==> src/source/datamem_pkg.sv <==
`default_nettype none

package datamem_pkg;

	// Data word and its byte lanes
	localparam int word_bits = 32;
	localparam int lane_count = 4;

	// Core address widths
	localparam int word_addr_bits = 11;
	localparam int byte_addr_bits = 13;

	// Board I/O registers, word addresses
	// Base sits on a 4-word boundary so the low two bits index the registers
	localparam logic [word_addr_bits-1:0] io_btn_addr = 11'h400;
	localparam logic [word_addr_bits-1:0] io_sw_addr = 11'h401;
	localparam logic [word_addr_bits-1:0] io_led_addr = 11'h402;

	// Access size, funct3 bits 1:0
	localparam logic [1:0] mem_size_byte = 2'd0;
	localparam logic [1:0] mem_size_half = 2'd1;
	localparam logic [1:0] mem_size_word = 2'd2;

endpackage

`default_nettype wire

==> src/source/store_unit.sv <==
`timescale 1ns/1ps
`default_nettype none

module store_unit (
	input wire logic exe_store,
	input wire logic [1:0] exe_size,
	input wire logic [1:0] byte_offset,
	input wire logic [datamem_pkg::word_bits-1:0] exe_wdata,
	output logic [datamem_pkg::lane_count-1:0] dm_write,
	output logic [datamem_pkg::word_bits-1:0] data_in
);

	localparam int lane_bits = datamem_pkg::word_bits / datamem_pkg::lane_count;
	localparam int half_bits = 2 * lane_bits;

	logic [datamem_pkg::lane_count-1:0] lanes;

	always_comb begin
		lanes = '0;
		data_in = exe_wdata;
		case (exe_size)
			datamem_pkg::mem_size_byte: begin
				// Byte copied into every lane, one lane enabled
				data_in = {datamem_pkg::lane_count{exe_wdata[lane_bits-1:0]}};
				lanes[byte_offset] = 1'b1;
			end
			datamem_pkg::mem_size_half: begin
				// Half copied into both halves
				data_in = {2{exe_wdata[half_bits-1:0]}};
				// Odd offset drops the store
				if (!byte_offset[0]) begin
					lanes = byte_offset[1] ? 4'b1100 : 4'b0011;
				end
			end
			datamem_pkg::mem_size_word: begin
				// Word only at offset 0
				if (byte_offset == 2'd0) begin
					lanes = '1;
				end
			end
			default: begin
				// No 64-bit access on RV32, nothing written
				lanes = '0;
			end
		endcase
	end

	// Lanes only while the strobe is up
	assign dm_write = exe_store ? lanes : '0;

endmodule

`default_nettype wire

==> config.mk <==
export PLATFORM = sky130hd
export DESIGN_NAME = store_unit
export DESIGN_NICKNAME = d
export VERILOG_FILES = /design/src/source/datamem_pkg.sv /design/src/source/store_unit.sv
export SDC_FILE = /design/constraint.sdc
export NUM_CORES = 1
export LEC_CHECK = 0
export BUFFER_PORTS_ARGS = -buffer_cell sky130_fd_sc_hd__buf_2
export CAP_MARGIN = 20
export CORE_MARGIN = 10
export CORE_UTILIZATION = 33
export DETAILED_ROUTE_END_ITERATION = 12
export GPL_TIMING_DRIVEN = 0
export PLACE_DENSITY = 0.85
export SYNTH_ARGS = -nofsm -noshare
export SYNTH_HDL_FRONTEND = slang
export SYNTH_SLANG_ARGS = --single-unit
==> constraint.sdc <==
create_clock -name vclk -period 1.2
set_clock_uncertainty 0.1 [all_clocks]
set_input_delay 0.12 -clock vclk [all_inputs]
set_output_delay 0.12 -clock vclk [all_outputs]
set_load 0.005 [all_outputs]
==> qor.yml <==
run_status:
  status: "finished, final reports clean"
placement:
  io_buffers: 72
  dpl.hpwl_um: 2190
  gp_congestion: 0.674
layout:
  nets: 180
  drive_above_1_share_pct: 74.5
  utilization_pct: 64.0
  area_growth_pct: 81.1
  seq_area_um2: 0
  antenna_cells: 0
  clockBufferCount: 0
  seq_cell_count: 0
worst_setup_path:
  cp.required_ns: 0.98
  cp_max_fo: 6
  path_cells: "buf_4 -> nor2_4 -> buf_12 -> mux2_2 -> buf_2"
  critPathKind: "primary input to output pin"
  startpoint: "exe_size[1]"
  cp.arrival_ns: 0.96
  max_stage_delay_ns: 0.32
  end_kind: "output pin"
  worst_setup_path_start_kind: "primary input"
  slowest_stage: "mux2_2"
yosys:
  synth_compound_area_share_pct: 14.3
  synth_top_area_share_pct: 33.1
  ys_seq_area_share_pct: 0
  synthTopCellsByArea: "mux2_2 33%, mux2i_1 15%, buf_4 14%"
  synth_most_common_cell: "mux2_2"
  synth_nets: 104
  yosysTopAreaCell: "mux2_2"
  syn_area_um2: 544
  synth_xor_area_share_pct: 1.61
  synth.avg_cell_area_um2: 8.12
  synth_top_family_by_area: "multiplexers"
  synthMuxAreaShare_pct: 47.8
  synthAdderAreaFrac_pct: 0
  synth_common_cells: "16 x mux2_2, 10 x buf_4, 9 x o21ai_0"
  synthCells: 67
  ys_types: 18
  synth-simple-area-share_pct: 17.9
  yosysWarnings: 0
sta:
  hold_violations: 0
  setup-tns-final_ns: 0
  worst_pin_slew_ns: 0.238
  min_period_ns: 1.18
  clock.fmax_mhz: 845
  finalSetupViolations: 0
  fin_crit_sh_pct: 98.6
  maxSlewViolCount: 0
  max_slew_margin_pct: 83.9
  rsz0062_at_grt: "yes"
global_routing:
  grt_busiest_layer: "met2"
  grtUsageMet2_pct: 24.0
  globalRouteMet3Util_pct: 8.35
  grt_pass1_vias: 878
  met1_usage_pct: 13.4
  grt_max_degree: 11
  grtUsageTotal_pct: 13.4
  grt_overflow: 0
  grt_pass1_wl_um: 4020
  antenna_found_initial: 0
floorplanning:
  core_area_um2: 1540
  pin_count: 73
  start_util_pct: 35.3
  fp.dieH_um: 60.6
  die_width_um: 60.6
  die_area_um2: 3670
  placementRows: 14
power_and_ir_drop:
  power_density_nw_per_um2: 370
  p_leak_nw: 0.563
  peakVddDrop_mv: 0.238
routing:
  first_pass_iters: 2
  wl_per_cell_um: 16.4
  totalWireLength_um: 2580
  drcViolationCount: 0
  vias: 791
  drtIter0Drc: 10
  ant_nets: 0
  viasPerCell: 5.04
hold_path:
  min_from: "exe_wdata[27]"
  min_to: "data_in[27]"
  min_path_cells: 4
  hold_class: "primary input to output pin"
flow_run:
  drv_cap: 0
clock_tree:
  hold_buffers: 0
[cell usage in the layout, fill, tap and decap left out, drive strengths merged]
cell    instances
or3b            1
a21oi           1
o21ai           9
nor4bb          2
mux2           16
buf            86
o31a            1
nand2b          2
a211oi          1
nand2           8
o2111a          1
inv             1
nor2            1
mux2i           8
clkbuf          1
xor2            1
nor4b           1
[where the power goes]
part,internal [mW],switching (mW)
clock,0,0
sequential,0,0
combinational,0.213,0.152
total,0.213,0.152
[metal layers]
layer / wire length [µm] / up-vias
met5: 0 / -
met4: 25 / 0
met3: 421 / 2
met2: 1280 / 45
met1: 851 / 360
li1: - / 384
[cell families after synthesis]
family / count (synthesis)
XOR/XNOR: 1
AND/OR/NAND/NOR: 15
AO/OA/AOI/OAI: 13
multiplexers: 24
buffers and inverters: 14
[per-stage QoR]
step                      std cells  total power [mW]  setup slack [ns]  cell area (µm²)  hold slack [ns]
after global placement          155             0.334           -0.0358              925            0.416
after detailed placement        155             0.342           -0.0386              925            0.423
after CTS                       157             0.364            0.0114              972            0.423
after floorplan                  67             0.162             0.164              544            0.174
final                           157             0.365            0.0166              986            0.420
after global routing            157             0.404           -0.0280              986            0.454
[worst max path at each step]
stage / to / slack (ns) / cells past startpoint
finish: data_in[8] / 0.02 / 5
global route: data_in[9] / -0.03 / 5
CTS: data_in[13] / 0.01 / 5
detailed placement: data_in[14] / -0.04 / 4
global placement: data_in[10] / -0.04 / 4
floorplan: data_in[10] / 0.16 / 3
[worst max-delay path, delay by kind of cell]
| kind | cells | cell delay [ns] |
|---|---|---|
| multiplexers | 1 | 0.32 |
| buffers and inverters | 3 | 0.40 |
| AND/OR/NAND/NOR | 1 | 0.12 |
[area by class of cell]
class / instances / area, µm²
repair buffers: 74 / 394
inverters: 1 / 3.75
plain buffers: 13 / 105
well taps: 16 / 20.0
fillers: 139 / 556
multi-input cells: 53 / 463
[timing repair]
| item | 4_1_cts | 5_1_grt |
|---|---|---|
| setup buffers | 2 | 0 |
| endpoints found under the setup margin | 11 | 12 |
| resized for setup | 6 | 4 |
| pin swaps | 1 | 1 |
Note: power is estimated with default switching activity, not from simulation.
