[src/source/datamem_pkg.sv]
`default_nettype none

package datamem_pkg;

	// Data word and its byte lanes
	localparam int word_bits = 32;
	localparam int lane_count = 4;

	// Core address widths
	localparam int word_addr_bits = 11;
	localparam int byte_addr_bits = 13;

	// Board I/O registers, word addresses
	// Base sits on a 4-word boundary so the low two bits index the registers
	localparam logic [word_addr_bits-1:0] io_btn_addr = 11'h400;
	localparam logic [word_addr_bits-1:0] io_sw_addr = 11'h401;
	localparam logic [word_addr_bits-1:0] io_led_addr = 11'h402;

	// Access size, funct3 bits 1:0
	localparam logic [1:0] mem_size_byte = 2'd0;
	localparam logic [1:0] mem_size_half = 2'd1;
	localparam logic [1:0] mem_size_word = 2'd2;

endpackage

`default_nettype wire

[src/source/load_unit.sv]
`timescale 1ns/1ps
`default_nettype none

module load_unit (
	input wire logic clk,
	input wire logic nrst,

	// Execute stage request
	input wire logic exe_load,
	input wire logic [datamem_pkg::byte_addr_bits-1:0] exe_addr,
	input wire logic [1:0] exe_size,
	input wire logic exe_unsigned,

	// Memory stage word address and returned word
	output logic [datamem_pkg::word_addr_bits-1:0] mem_data_addr,
	input wire logic [datamem_pkg::word_bits-1:0] data_out,

	// Result to the core
	output logic load_valid,
	output logic [datamem_pkg::word_bits-1:0] load_data,
	output logic load_misaligned
);

	localparam int lane_bits = datamem_pkg::word_bits / datamem_pkg::lane_count;
	localparam int half_bits = 2 * lane_bits;

	logic mem_load;
	logic [1:0] mem_offset;
	logic [1:0] mem_size;
	logic mem_unsigned;
	logic misaligned;
	logic fill;
	logic [datamem_pkg::word_bits-1:0] shifted;
	logic [datamem_pkg::word_bits-1:0] extended;

	// Load strobe into the memory stage
	always_ff @(posedge clk) begin
		if (!nrst) begin
			mem_load <= 1'b0;
		end else begin
			mem_load <= exe_load;
		end
	end

	// Load attributes follow every edge
	always_ff @(posedge clk) begin
		mem_data_addr <= exe_addr[datamem_pkg::byte_addr_bits-1:2];
		mem_offset <= exe_addr[1:0];
		mem_size <= exe_size;
		mem_unsigned <= exe_unsigned;
	end

	// Alignment check on the memory stage attributes
	always_comb begin
		case (mem_size)
			datamem_pkg::mem_size_byte: misaligned = 1'b0;
			datamem_pkg::mem_size_half: misaligned = mem_offset[0];
			datamem_pkg::mem_size_word: misaligned = |mem_offset;
			// Size 3 has no legal alignment
			default: misaligned = 1'b1;
		endcase
	end

	// Bring the addressed byte or half down to bit 0
	assign shifted = data_out >> {mem_offset, 3'b000};

	always_comb begin
		fill = 1'b0;
		case (mem_size)
			datamem_pkg::mem_size_byte: begin
				fill = ~mem_unsigned & shifted[lane_bits-1];
				extended = {{(datamem_pkg::word_bits-lane_bits){fill}},
					shifted[lane_bits-1:0]};
			end
			datamem_pkg::mem_size_half: begin
				fill = ~mem_unsigned & shifted[half_bits-1];
				extended = {{(datamem_pkg::word_bits-half_bits){fill}},
					shifted[half_bits-1:0]};
			end
			default: extended = data_out;
		endcase
	end

	// Exactly one of the two flags per memory stage load
	assign load_valid = mem_load & ~misaligned;
	assign load_misaligned = mem_load & misaligned;

	// Zero whenever no good load is presented
	assign load_data = load_valid ? extended : '0;

endmodule

`default_nettype wire

[config.mk]
export PLATFORM = sky130hd
export DESIGN_NAME = load_unit
export DESIGN_NICKNAME = d
export VERILOG_FILES = /design/src/source/datamem_pkg.sv /design/src/source/load_unit.sv
export SDC_FILE = /design/constraint.sdc
export NUM_CORES = 1
export LEC_CHECK = 0
export BUFFER_PORTS_ARGS = -buffer_cell sky130_fd_sc_hd__buf_2
export CORE_MARGIN = 4
export CORE_UTILIZATION = 37
export CTS_BUF_LIST = sky130_fd_sc_hd__clkbuf_16
export CTS_CLUSTER_DIAMETER = 200
export DETAILED_ROUTE_END_ITERATION = 12
export PLACE_DENSITY_LB_ADDON = 0.08
export SYNTH_ARGS = -nofsm -noshare
export SYNTH_HDL_FRONTEND = slang
export SYNTH_SLANG_ARGS = --single-unit
[constraint.sdc]
create_clock -name clk -period 2.1 [get_ports clk]
set_clock_uncertainty 0.1 [all_clocks]
set_input_delay 0.315 -clock clk [delete_from_list [all_inputs] [get_ports clk]]
set_output_delay 0.315 -clock clk [all_outputs]
set_load 0.05 [all_outputs]
==> impl_metrics.tcl, run 1 <==
set metrics [dict create \
    fp.dieArea_mm2 0.00391 \
    synth_ff_type "dfxtp_1" \
    fillCellCount 212 \
    peakVddDrop_uv 552 \
    setup_viol_count_final 31 \
    max_clock_freq_mhz 454 \
    slew_violations 0 \
    drive_gt1_frac 0.581 \
    synthSimpleGateAreaFrac 0.195 \
    place_congestion 0.821 \
    worst_slew_pin_slew_ps 406 \
    num_rows 19 \
    diodes 0 \
    cp.required_ps 1680 \
    violations "setup timing" \
    synth_enable_flop_cells 0 \
    startpoint_type "register" \
    antenna_found_initial 0 \
    fin_crit_ps 2200 \
    synth.area.mux_share 0.0433 \
    synth_adder_area_share 0 \
    finalCoreUtilization 0.723 \
    cts_buffer_depth 2 \
    clkTransAtPathRegs_ps 50 \
    drcViolationCount 0 \
    avgSynthCellArea_um2 8.52 \
    rsz0062_at_grt "yes" \
    synth-async-reset-ratio 0 \
    drt_iter0_markers 104 \
    path_delay_family "multiplexers" \
    hold_slack_ps 63.9 \
    area_delta_synth_final_pct 84.5 \
    ant_nets 0 \
    place_hpwl_um 3160 \
    die_h_um 62.5 \
    cp-end-kind "output port" \
    hold_viol_final 0 \
    hold_path.class "in -> reg" \
    postCtsHoldBufs 0 \
    vias 1462 \
    seqCellArea_um2 345 \
    port_buffers 95 \
    design_area_mm2 0.00203 \
    fin_cells 267 \
    synth_area_leaders "dfxtp_1 (31%), a21o_1 (11%), o221a_1 (7.2%), a222oi_1 (6.4%), a31oi_1 (4.6%)" \
    drt-pass1-iter-count 7 \
    yosysMostFrequentCell "dfxtp_1" \
    crit_type "reg -> out" \
    synth_top_family_by_area "compound AO/OA/AOI/OAI gates" \
    wl_per_cell_um 15.6 \
    synth_seq_cells 17 \
    yosysWarnings 0 \
    wirelength_um 4160 \
    leakagePower_nw 1.10 \
    p_per_area_mw_per_mm2 533 \
    gr-usage-all-layers 0.208 \
    fin_nets 288 \
    core_area_mm2 0.00281 \
    htree_levels 1 \
    cp_num_buf_inv 2 \
    status "finished with violations" \
    io_pins 96 \
    cts_sinks 17 \
    grt_pass1_vias 1504 \
    multi_input_area_um2 752 \
    power_mw 1.08 \
    dp.cells 257 \
    maxSlewHeadroom 0.729 \
    critPathSlowestCell "mux4_2" \
    synth_xor_area_frac 0 \
    floorplan.initialDensity 0.392 \
    fin_crit_sh 1.05 \
    layout_setup_ws_ps -101 \
    critical_path.cell_chain "mux4_2 > nand2b_4 > a21oi_4 > buf_12 > a21o_1 > buf_6" \
    ys_types 31 \
    synth_cells 129 \
    cts-buffers-inserted 3 \
    grt_pass1_wl_um 6710 \
    grt_max_degree 23 \
    cts_tree "yes" \
    yosysSeqAreaShare 0.310 \
    max_cap_violations 0 \
    netlist.area_leader.share 0.310 \
    slowest_delay_ps 550 \
    die_width_um 62.5 \
    synth-compound-area-share 0.390 \
    grt-ovfl-total 0 \
    synth_commonest_cells "dfxtp_1 (17), a21o_1 (16), nand2_1 (11), nor2_1 (11)" \
    synth_top_area_cell "dfxtp_1" \
    place_area_mm2 0.00169 \
    synth_fp_nets 180 \
    path_max_fanout 11 \
    worstPathArrival_ps 1790 \
    cts_root_buf "clkbuf_16" \
    viasPerCell 5.48 \
    syn_area_mm2 0.00110 \
]
timing repair:
| action | CTS | global route |
|---|---|---|
| gates resized for setup | 57 | 4 |
| buffers inserted | 3 | 3 |
| pin swaps | 3 | 4 |
| endpoints found under the setup margin | 33 | 33 |
cell families (layout without fill, tap and decap cells):
group,count (synthesis),after routing
and+or+nand+nor,41,41
buffers and inverters,12,119
DFF,17,17
muxes,3,3
AOI/OAI and AO/OA,56,56
per-stage QoR:
step	worst slack (ps)	TNS, ps
floorplan	4.67	0
global placement	119	0
detailed placement	62.0	0
CTS	-93.6	-2030
global route	-155	-3800
finish	-101	-1810
where the power goes:
| part | total (mW) | leakage [nW] | switching (mW) | internal (mW) |
|---|---|---|---|---|
| sequential | 0.351 | 0.144 | 0.0108 | 0.340 |
| clock | 0.376 | 0.0409 | 0.121 | 0.254 |
| combinational | 0.353 | 0.915 | 0.218 | 0.134 |
layout make-up:
type	instances	share of cell area
tap	31	0.0191
clock buffer	3	0.0370
inverter	2	0.00370
clock inverter	1	0.00247
multi-input combinational	100	0.371
timing repair buffer	113	0.396
sequential	17	0.170
sequential cells by signal, indices dropped and copies added (netlist names):
register and flops:
mem_size 2, mem_data_addr 11, mem_load 1, mem_unsigned 1, mem_offset 2
layout by cell type, fill, tap and decap left out, types with 2 or more instances in the layout:
cell,n
buf_2,70
buf_6,26
a21o_1,16
dfxtp_1,15
buf_4,14
nor2_1,11
nand2_1,11
nand2b_1,7
o21ai_1,7
a222oi_1,7
a21oi_2,7
a31oi_1,7
o221a_1,7
clkbuf_16,3
and2_1,2
buf_12,2
metal layers:
| metal | wire length (um) | vias up | share of wire | GRT usage |
|---|---|---|---|---|
| li1 | - | 704 | - | - |
| met4 | 50 | 0 | 0.012 | 0.0799 |
| met1 | 1550 | 670 | 0.37 | 0.220 |
| met3 | 387 | 6 | 0.093 | 0.0629 |
| met2 | 2170 | 82 | 0.52 | 0.382 |
| met5 | 0 | - | 0 | 0 |
worst paths after layout:
check             depth (start not counted)           from          endpoint
setup / recovery                          6  mem_offset[1]     load_data[23]
hold / removal                            1    exe_addr[2]  mem_data_addr[0]
(Power assumes the default switching activity.)
==> run 2, diff against run 1 <==
--- a/config.mk
+++ b/config.mk
@@ -10,6 +10,7 @@
 export CORE_UTILIZATION = 37
 export CTS_BUF_LIST = sky130_fd_sc_hd__clkbuf_16
 export CTS_CLUSTER_DIAMETER = 200
+export CTS_CLUSTER_SIZE = 24
 export DETAILED_ROUTE_END_ITERATION = 12
 export PLACE_DENSITY_LB_ADDON = 0.08
 export SYNTH_ARGS = -nofsm -noshare
==> constraint.sdc (replaced) <==
create_clock -name clk -period 2.1 [get_ports clk]
set_clock_uncertainty 0.1 [all_clocks]
set_input_delay 0.63 -clock clk [delete_from_list [all_inputs] [get_ports clk]]
set_output_delay 0.63 -clock clk [all_outputs]
set_load 0.05 [all_outputs]
==> impl_metrics.tcl, run 2 <==
set metrics [dict create \
    io_pins 96 \
    synth_fp_nets 180 \
    firstError "[ERROR DPL-0038] Utilization greater than 100%, impossible to legalize" \
    place_hpwl_um 3450 \
    worst_endpoint "load_data[26]" \
    pre_cts_slack_ps -696 \
    port_buffers 95 \
    netlist.area_leader.share 0.310 \
    cts-buffers-inserted 3 \
    num_rows 19 \
    synth-async-reset-ratio 0 \
    dp.cells 280 \
    worst-ep-kind "output port" \
    ys_types 31 \
    synth_cells 129 \
    floorplan.initialDensity 0.392 \
    yosysMostFrequentCell "dfxtp_1" \
    synth_enable_flop_cells 0 \
    synth_top_area_cell "dfxtp_1" \
    yosysWarnings 0 \
    avgSynthCellArea_um2 8.52 \
    grt_max_degree 20 \
    die_h_um 62.5 \
    synth_commonest_cells "dfxtp_1 (17), a21o_1 (16), nand2_1 (11), nor2_1 (11)" \
    yosysSeqAreaShare 0.310 \
    synth_area_leaders "dfxtp_1 (31%), a21o_1 (11%), o221a_1 (7.2%), a222oi_1 (6.4%), a31oi_1 (4.6%)" \
    place_congestion 0.898 \
    status "stopped before the end" \
    synth_seq_cells 17 \
    cts_sinks 17 \
    die_width_um 62.5 \
    synth_ff_type "dfxtp_1" \
    cts_buffer_depth 2 \
    cts_root_buf "clkbuf_16" \
    postCtsHoldBufs 0 \
    htree_levels 1 \
    failed_stage "global routing (5_1_grt)" \
    syn_area_mm2 0.00110 \
]
## run 2: cell counts after synthesis
Identical to the previous run, type by type.
## run 2: cells by family after synthesis
kind of cell | share of synthesized area
and+or+nand+nor | 0.195
AOI/OAI and AO/OA | 0.390
buffers and inverters | 0.0626
muxes | 0.0433
DFF | 0.310
## run 2: metrics by stage
step                      hold slack [ps]  utilization  setup TNS [ps]  instance area (um2)
after CTS                             375        0.966          -14980                 2710
after detailed placement              634        0.744          -16280                 2090
after global placement                633        0.744          -14740                 2090
after floorplan                       558            -           -8030                 1350
## run 2: timing repair
action                                  CTS
buffers inserted                         10
resized for setup                       120
cloned                                    1
pin swaps                                11
endpoints found under the setup margin   34
==> run 3, diff against run 2 <==
==> config.mk (replaced) <==
export PLATFORM = sky130hd
export DESIGN_NAME = load_unit
export DESIGN_NICKNAME = d
export VERILOG_FILES = /design/src/source/datamem_pkg.sv /design/src/source/load_unit.sv
export SDC_FILE = /design/constraint.sdc
export NUM_CORES = 1
export LEC_CHECK = 0
export BUFFER_PORTS_ARGS = -buffer_cell sky130_fd_sc_hd__buf_2
export CORE_AREA = 4 4 65 67
export DETAILED_ROUTE_END_ITERATION = 12
export DIE_AREA = 0 0 69 71
export PLACE_DENSITY_LB_ADDON = 0.15
export SYNTH_ARGS = -nofsm -noshare
export SYNTH_HDL_FRONTEND = slang
export SYNTH_SLANG_ARGS = --single-unit
==> impl_metrics.tcl, run 3 (synthesized netlist as in run 1, its figures left out) <==
set metrics [dict create \
    cts_tree "yes" \
    path_delay_family "buffers and inverters" \
    pre_cts_slack_ps -681 \
    peakVddDrop_uv 436 \
    antenna_found_initial 0 \
    leakagePower_nw 1.27 \
    wirelength_um 4830 \
    layout_setup_ws_ps -563 \
    num_rows 22 \
    max_cap_violations 0 \
    viasPerCell 5.18 \
    cts_buffer_depth 2 \
    worstPathArrival_ps 1930 \
    drive_gt1_frac 0.726 \
    grt_pass1_wl_um 7900 \
    slew_violations 0 \
    cp_num_buf_inv 4 \
    core_area_mm2 0.00363 \
    final_cell_mix "buf_2 (57), buf_6 (34), buf_4 (26)" \
    status "finished with violations" \
    io_pins 96 \
    hold_path.class "in -> reg" \
    fin_crit_sh 1.27 \
    worstHoldStart "exe_addr[4]" \
    grt_max_degree 20 \
    crit_type "in -> out" \
    gr-usage-all-layers 0.192 \
    die_h_um 71 \
    place_hpwl_um 3620 \
    dp.cells 294 \
    drt-pass1-iter-count 5 \
    drt_iter0_markers 140 \
    vias 1591 \
    drcViolationCount 0 \
    power_mw 1.06 \
    clkTransAtPathRegs_ps 70 \
    rsz0062_at_grt "yes" \
    wl_per_cell_um 15.7 \
    critical_path.cell_chain "buf_6 > mux4_2 > buf_6 > nand3b_1 > buf_12 > a21oi_2 > buf_6" \
    critPathMostFrequentCell "buf_6" \
    fin_nets 311 \
    cp-end-kind "output port" \
    reg_top3 "mem_data_addr: 11 flops, mem_offset: 2 flops, mem_size: 2 flops" \
    fillCellCount 259 \
    floorplan.initialDensity 0.302 \
    hold_viol_final 0 \
    port_buffers 95 \
    hold_depth 1 \
    hold_slack_ps 378 \
    cts_sinks 17 \
    fin_cells 307 \
    maxSlewHeadroom 0.660 \
    design_area_mm2 0.00267 \
    finalCoreUtilization 0.734 \
    fin_crit_ps 2660 \
    largest_reg_flops 11 \
    place_congestion 0.828 \
    worst_slew_pin_slew_ps 510 \
    cts-buffers-inserted 3 \
    cts_root_buf "clkbuf_8" \
    path_max_fanout 8 \
    fp.dieArea_mm2 0.00490 \
    ant_nets 0 \
    p_per_area_mw_per_mm2 399 \
    final_common_cell "buf_2" \
    die_width_um 69 \
    area_delta_synth_final_pct 143 \
    cp.required_ps 1370 \
    grt-ovfl-total 0 \
    htree_levels 1 \
    regMostFlops "mem_data_addr" \
    grt_pass1_vias 1683 \
    setup_viol_count_final 34 \
    tns_ps -15970 \
    diodes 0 \
    violations "setup timing" \
    place_area_mm2 0.00211 \
    hold_end "mem_data_addr[2]" \
    max_clock_freq_mhz 375 \
    slowest_delay_ps 520 \
    critPathSlowestCell "mux4_2" \
    startpoint_type "input pin" \
]
run 3: worst max path at each step:
stage / from / endpoint / slack (ps) / depth (start not counted)
4_1_cts: data_out[31] / load_data[25] / -550 / 7
6_report: data_out[31] / load_data[13] / -560 / 7
2_1_floorplan: data_out[23] / load_data[10] / -450 / 3
3_5_place_dp: data_out[15] / load_data[25] / -680 / 6
3_3_place_gp: data_out[31] / load_data[19] / -620 / 6
5_1_grt: data_out[31] / load_data[15] / -590 / 7
run 3: final cells by class:
type	instances	area, um2	share of cell area
clock buffer	3	41.3	0.0155
timing repair buffer	136	1220	0.458
multi-input combinational	100	980	0.367
clock inverter	1	7.51	0.00281
inverter	2	12.5	0.00469
sequential	17	345	0.129
tap	48	60.1	0.0225
run 3: timing repair:
| item | CTS | global route |
|---|---|---|
| buffers inserted | 6 | 0 |
| setup endpoints to repair | 34 | 34 |
| pin swaps | 10 | 1 |
| gates cloned | 3 | 0 |
| gates resized for setup | 106 | 0 |
| hold endpoints to repair | 0 | 0 |
| hold buffers | 0 | 0 |
run 3: power by group:
group          switching, mW  leakage [nW]  internal (mW)
Combinational          0.259          1.10          0.220
Sequential           0.00884         0.144          0.340
Clock                  0.104        0.0217          0.133
Total                  0.371          1.27          0.693
run 3: metal layers:
layer | wire, um | vias to the layer above | track usage
met2 | 2390 | 119 | 0.337
met5 | 0 | - | 0
met4 | 214 | 0 | 0.0954
li1 | - | 748 | -
met3 | 512 | 21 | 0.0483
met1 | 1710 | 703 | 0.214
==> run 4, diff against run 3 <==
--- a/config.mk
+++ b/config.mk
@@ -5,10 +5,10 @@
 export SDC_FILE = /design/constraint.sdc
 export NUM_CORES = 1
 export LEC_CHECK = 0
-export BUFFER_PORTS_ARGS = -buffer_cell sky130_fd_sc_hd__buf_2
 export CORE_AREA = 4 4 65 67
 export DETAILED_ROUTE_END_ITERATION = 12
 export DIE_AREA = 0 0 69 71
+export DONT_BUFFER_PORTS = 1
 export PLACE_DENSITY_LB_ADDON = 0.15
 export SYNTH_ARGS = -nofsm -noshare
 export SYNTH_HDL_FRONTEND = slang
==> impl_metrics.tcl, run 4 (synthesized netlist as in run 1, its figures left out) <==
set metrics [dict create \
    vias 1141 \
    status "finished with violations" \
    gr-usage-all-layers 0.155 \
    violations "setup timing" \
    core_area_mm2 0.00363 \
    viasPerCell 5.65 \
    wl_per_cell_um 19.4 \
    fin_crit_ps 2480 \
    diodes 0 \
    reg_top3 "mem_data_addr: 11 flops, mem_offset: 2 flops, mem_size: 2 flops" \
    die_h_um 71 \
    htree_levels 1 \
    crit_start "mem_offset[1]" \
    fillCellCount 350 \
    wirelength_um 3910 \
    fp.dieArea_mm2 0.00490 \
    slowest_delay_ps 540 \
    grt-ovfl-total 0 \
    swShare 0.352 \
    regMostFlops "mem_data_addr" \
    drive_gt1_frac 0.552 \
    cp-end-kind "output port" \
    worst_slew_pin_slew_ps 498 \
    setup_viol_count_final 34 \
    worstPathArrival_ps 1750 \
    place_hpwl_um 3250 \
    p_per_area_mw_per_mm2 501 \
    area_delta_synth_final_pct 63.8 \
    drt-pass1-iter-count 5 \
    antenna_found_initial 0 \
    peakVddDrop_uv 496 \
    p_sw_mw 0.317 \
    cts_buffer_depth 2 \
    postCtsHoldBufs 0 \
    path_max_fanout 16 \
    slew_violations 0 \
    grt_pass1_vias 1236 \
    sequentialPowerShare 0.436 \
    power_mw 0.902 \
    floorplan.initialDensity 0.302 \
    maxSlewHeadroom 0.668 \
    cp.required_ps 1370 \
    critical_path.cell_chain "mux4_2 > nand2b_2 > a21oi_4 > buf_12 > a21o_4" \
    rsz0062_at_grt "yes" \
    internal_power_mw 0.585 \
    design_area_mm2 0.00180 \
    drcViolationCount 0 \
    fin_nets 206 \
    num_rows 22 \
    io_pins 96 \
    power_frac_comb 0.303 \
    drt_iter0_markers 147 \
    grt_max_degree 20 \
    grt_pass1_wl_um 6310 \
    cts-buffers-inserted 3 \
    port_buffers 0 \
    hold_viol_final 0 \
    ant_nets 0 \
    largest_reg_flops 11 \
    die_width_um 69 \
    hold_path.class "in -> reg" \
    cts_root_buf "clkbuf_8" \
    crit_type "reg -> out" \
    place_congestion 0.785 \
    final_common_cell "a21o_4" \
    startpoint_type "register" \
    clkTransAtPathRegs_ps 60 \
    critPathSlowestCell "mux4_2" \
    clock_power_share 0.261 \
    worstHoldStart "exe_addr[3]" \
    final_cell_mix "a21o_4 (16), dfxtp_1 (14), buf_4 (14)" \
    place_area_mm2 0.00162 \
    max_clock_freq_mhz 403 \
    cts_tree "yes" \
    max_cap_violations 0 \
    fin_crit_sh 1.18 \
    layout_setup_ws_ps -381 \
    leakagePower_nw 0.717 \
    cts_sinks 17 \
]
==> run 4: cell types whose count changed in the layout (fill, tap and decap cells not counted), sizes merged <==
cell,previous run,this run
bufbuf,1,0
buf,135,31
==> run 4: through the flow <==
stage               hold slack, ps  TNS (ps)   util  setup slack (ps)  cells
detailed placement             558     -9890  0.445              -418    195
CTS                            297    -10830  0.492              -386    202
global route                   285    -12830  0.495              -435    202
finish                         304    -10560  0.495              -381    202
global placement               558     -8790  0.445              -376    195
floorplan                      558     -8030      -              -452    129
==> run 4: per-layer routing <==
layer	up-vias	share of wire	global-route usage
met5	-	0	0
met1	523	0.40	0.197
met4	0	0.010	0.0564
li1	541	-	-
met3	4	0.11	0.0611
met2	73	0.48	0.236
==> run 4: path summary, 6_finish.rpt <==
kind          endpoint  cells past startpoint  slack [ps]
min   mem_data_addr[1]                      0         300
max      load_data[20]                      5        -380
==> run 4: timing repair <==
action / CTS / global route
buffers inserted: 3 / 0
resized for setup: 23 / 2
pin swaps: 5 / 8
endpoints found under the setup margin: 34 / 34
==> run 4: cell type report <==
cell class | count | area, um2 | area share
inverter | 2 | 15.0 | 0.00834
sequential | 17 | 347 | 0.193
timing repair buffer | 31 | 353 | 0.196
multi-input combinational | 100 | 976 | 0.542
tap | 48 | 60.1 | 0.0334
clock buffer | 3 | 41.3 | 0.0229
clock inverter | 1 | 7.51 | 0.00417
==> run 4: worst max-delay path, delay by kind of cell, from the launching register on <==
family | cells | cell delay, ps
compound gates | 2 | 310
buf+inv | 1 | 150
flops | 1 | 370
mux | 1 | 540
simple gates | 1 | 110
==> run 4: power by group through the flow <==
| stage | Combinational, mW | Clock [mW] | Sequential [mW] |
|---|---|---|---|
| 5_1_grt | 0.290 | 0.262 | 0.395 |
| 3_5_place_dp | 0.252 | 0 | 0.399 |
| 6_report | 0.273 | 0.235 | 0.394 |
| 3_3_place_gp | 0.246 | 0 | 0.399 |
| 2_1_floorplan | 0.198 | 0 | 0.394 |
| 4_1_cts | 0.272 | 0.244 | 0.394 |
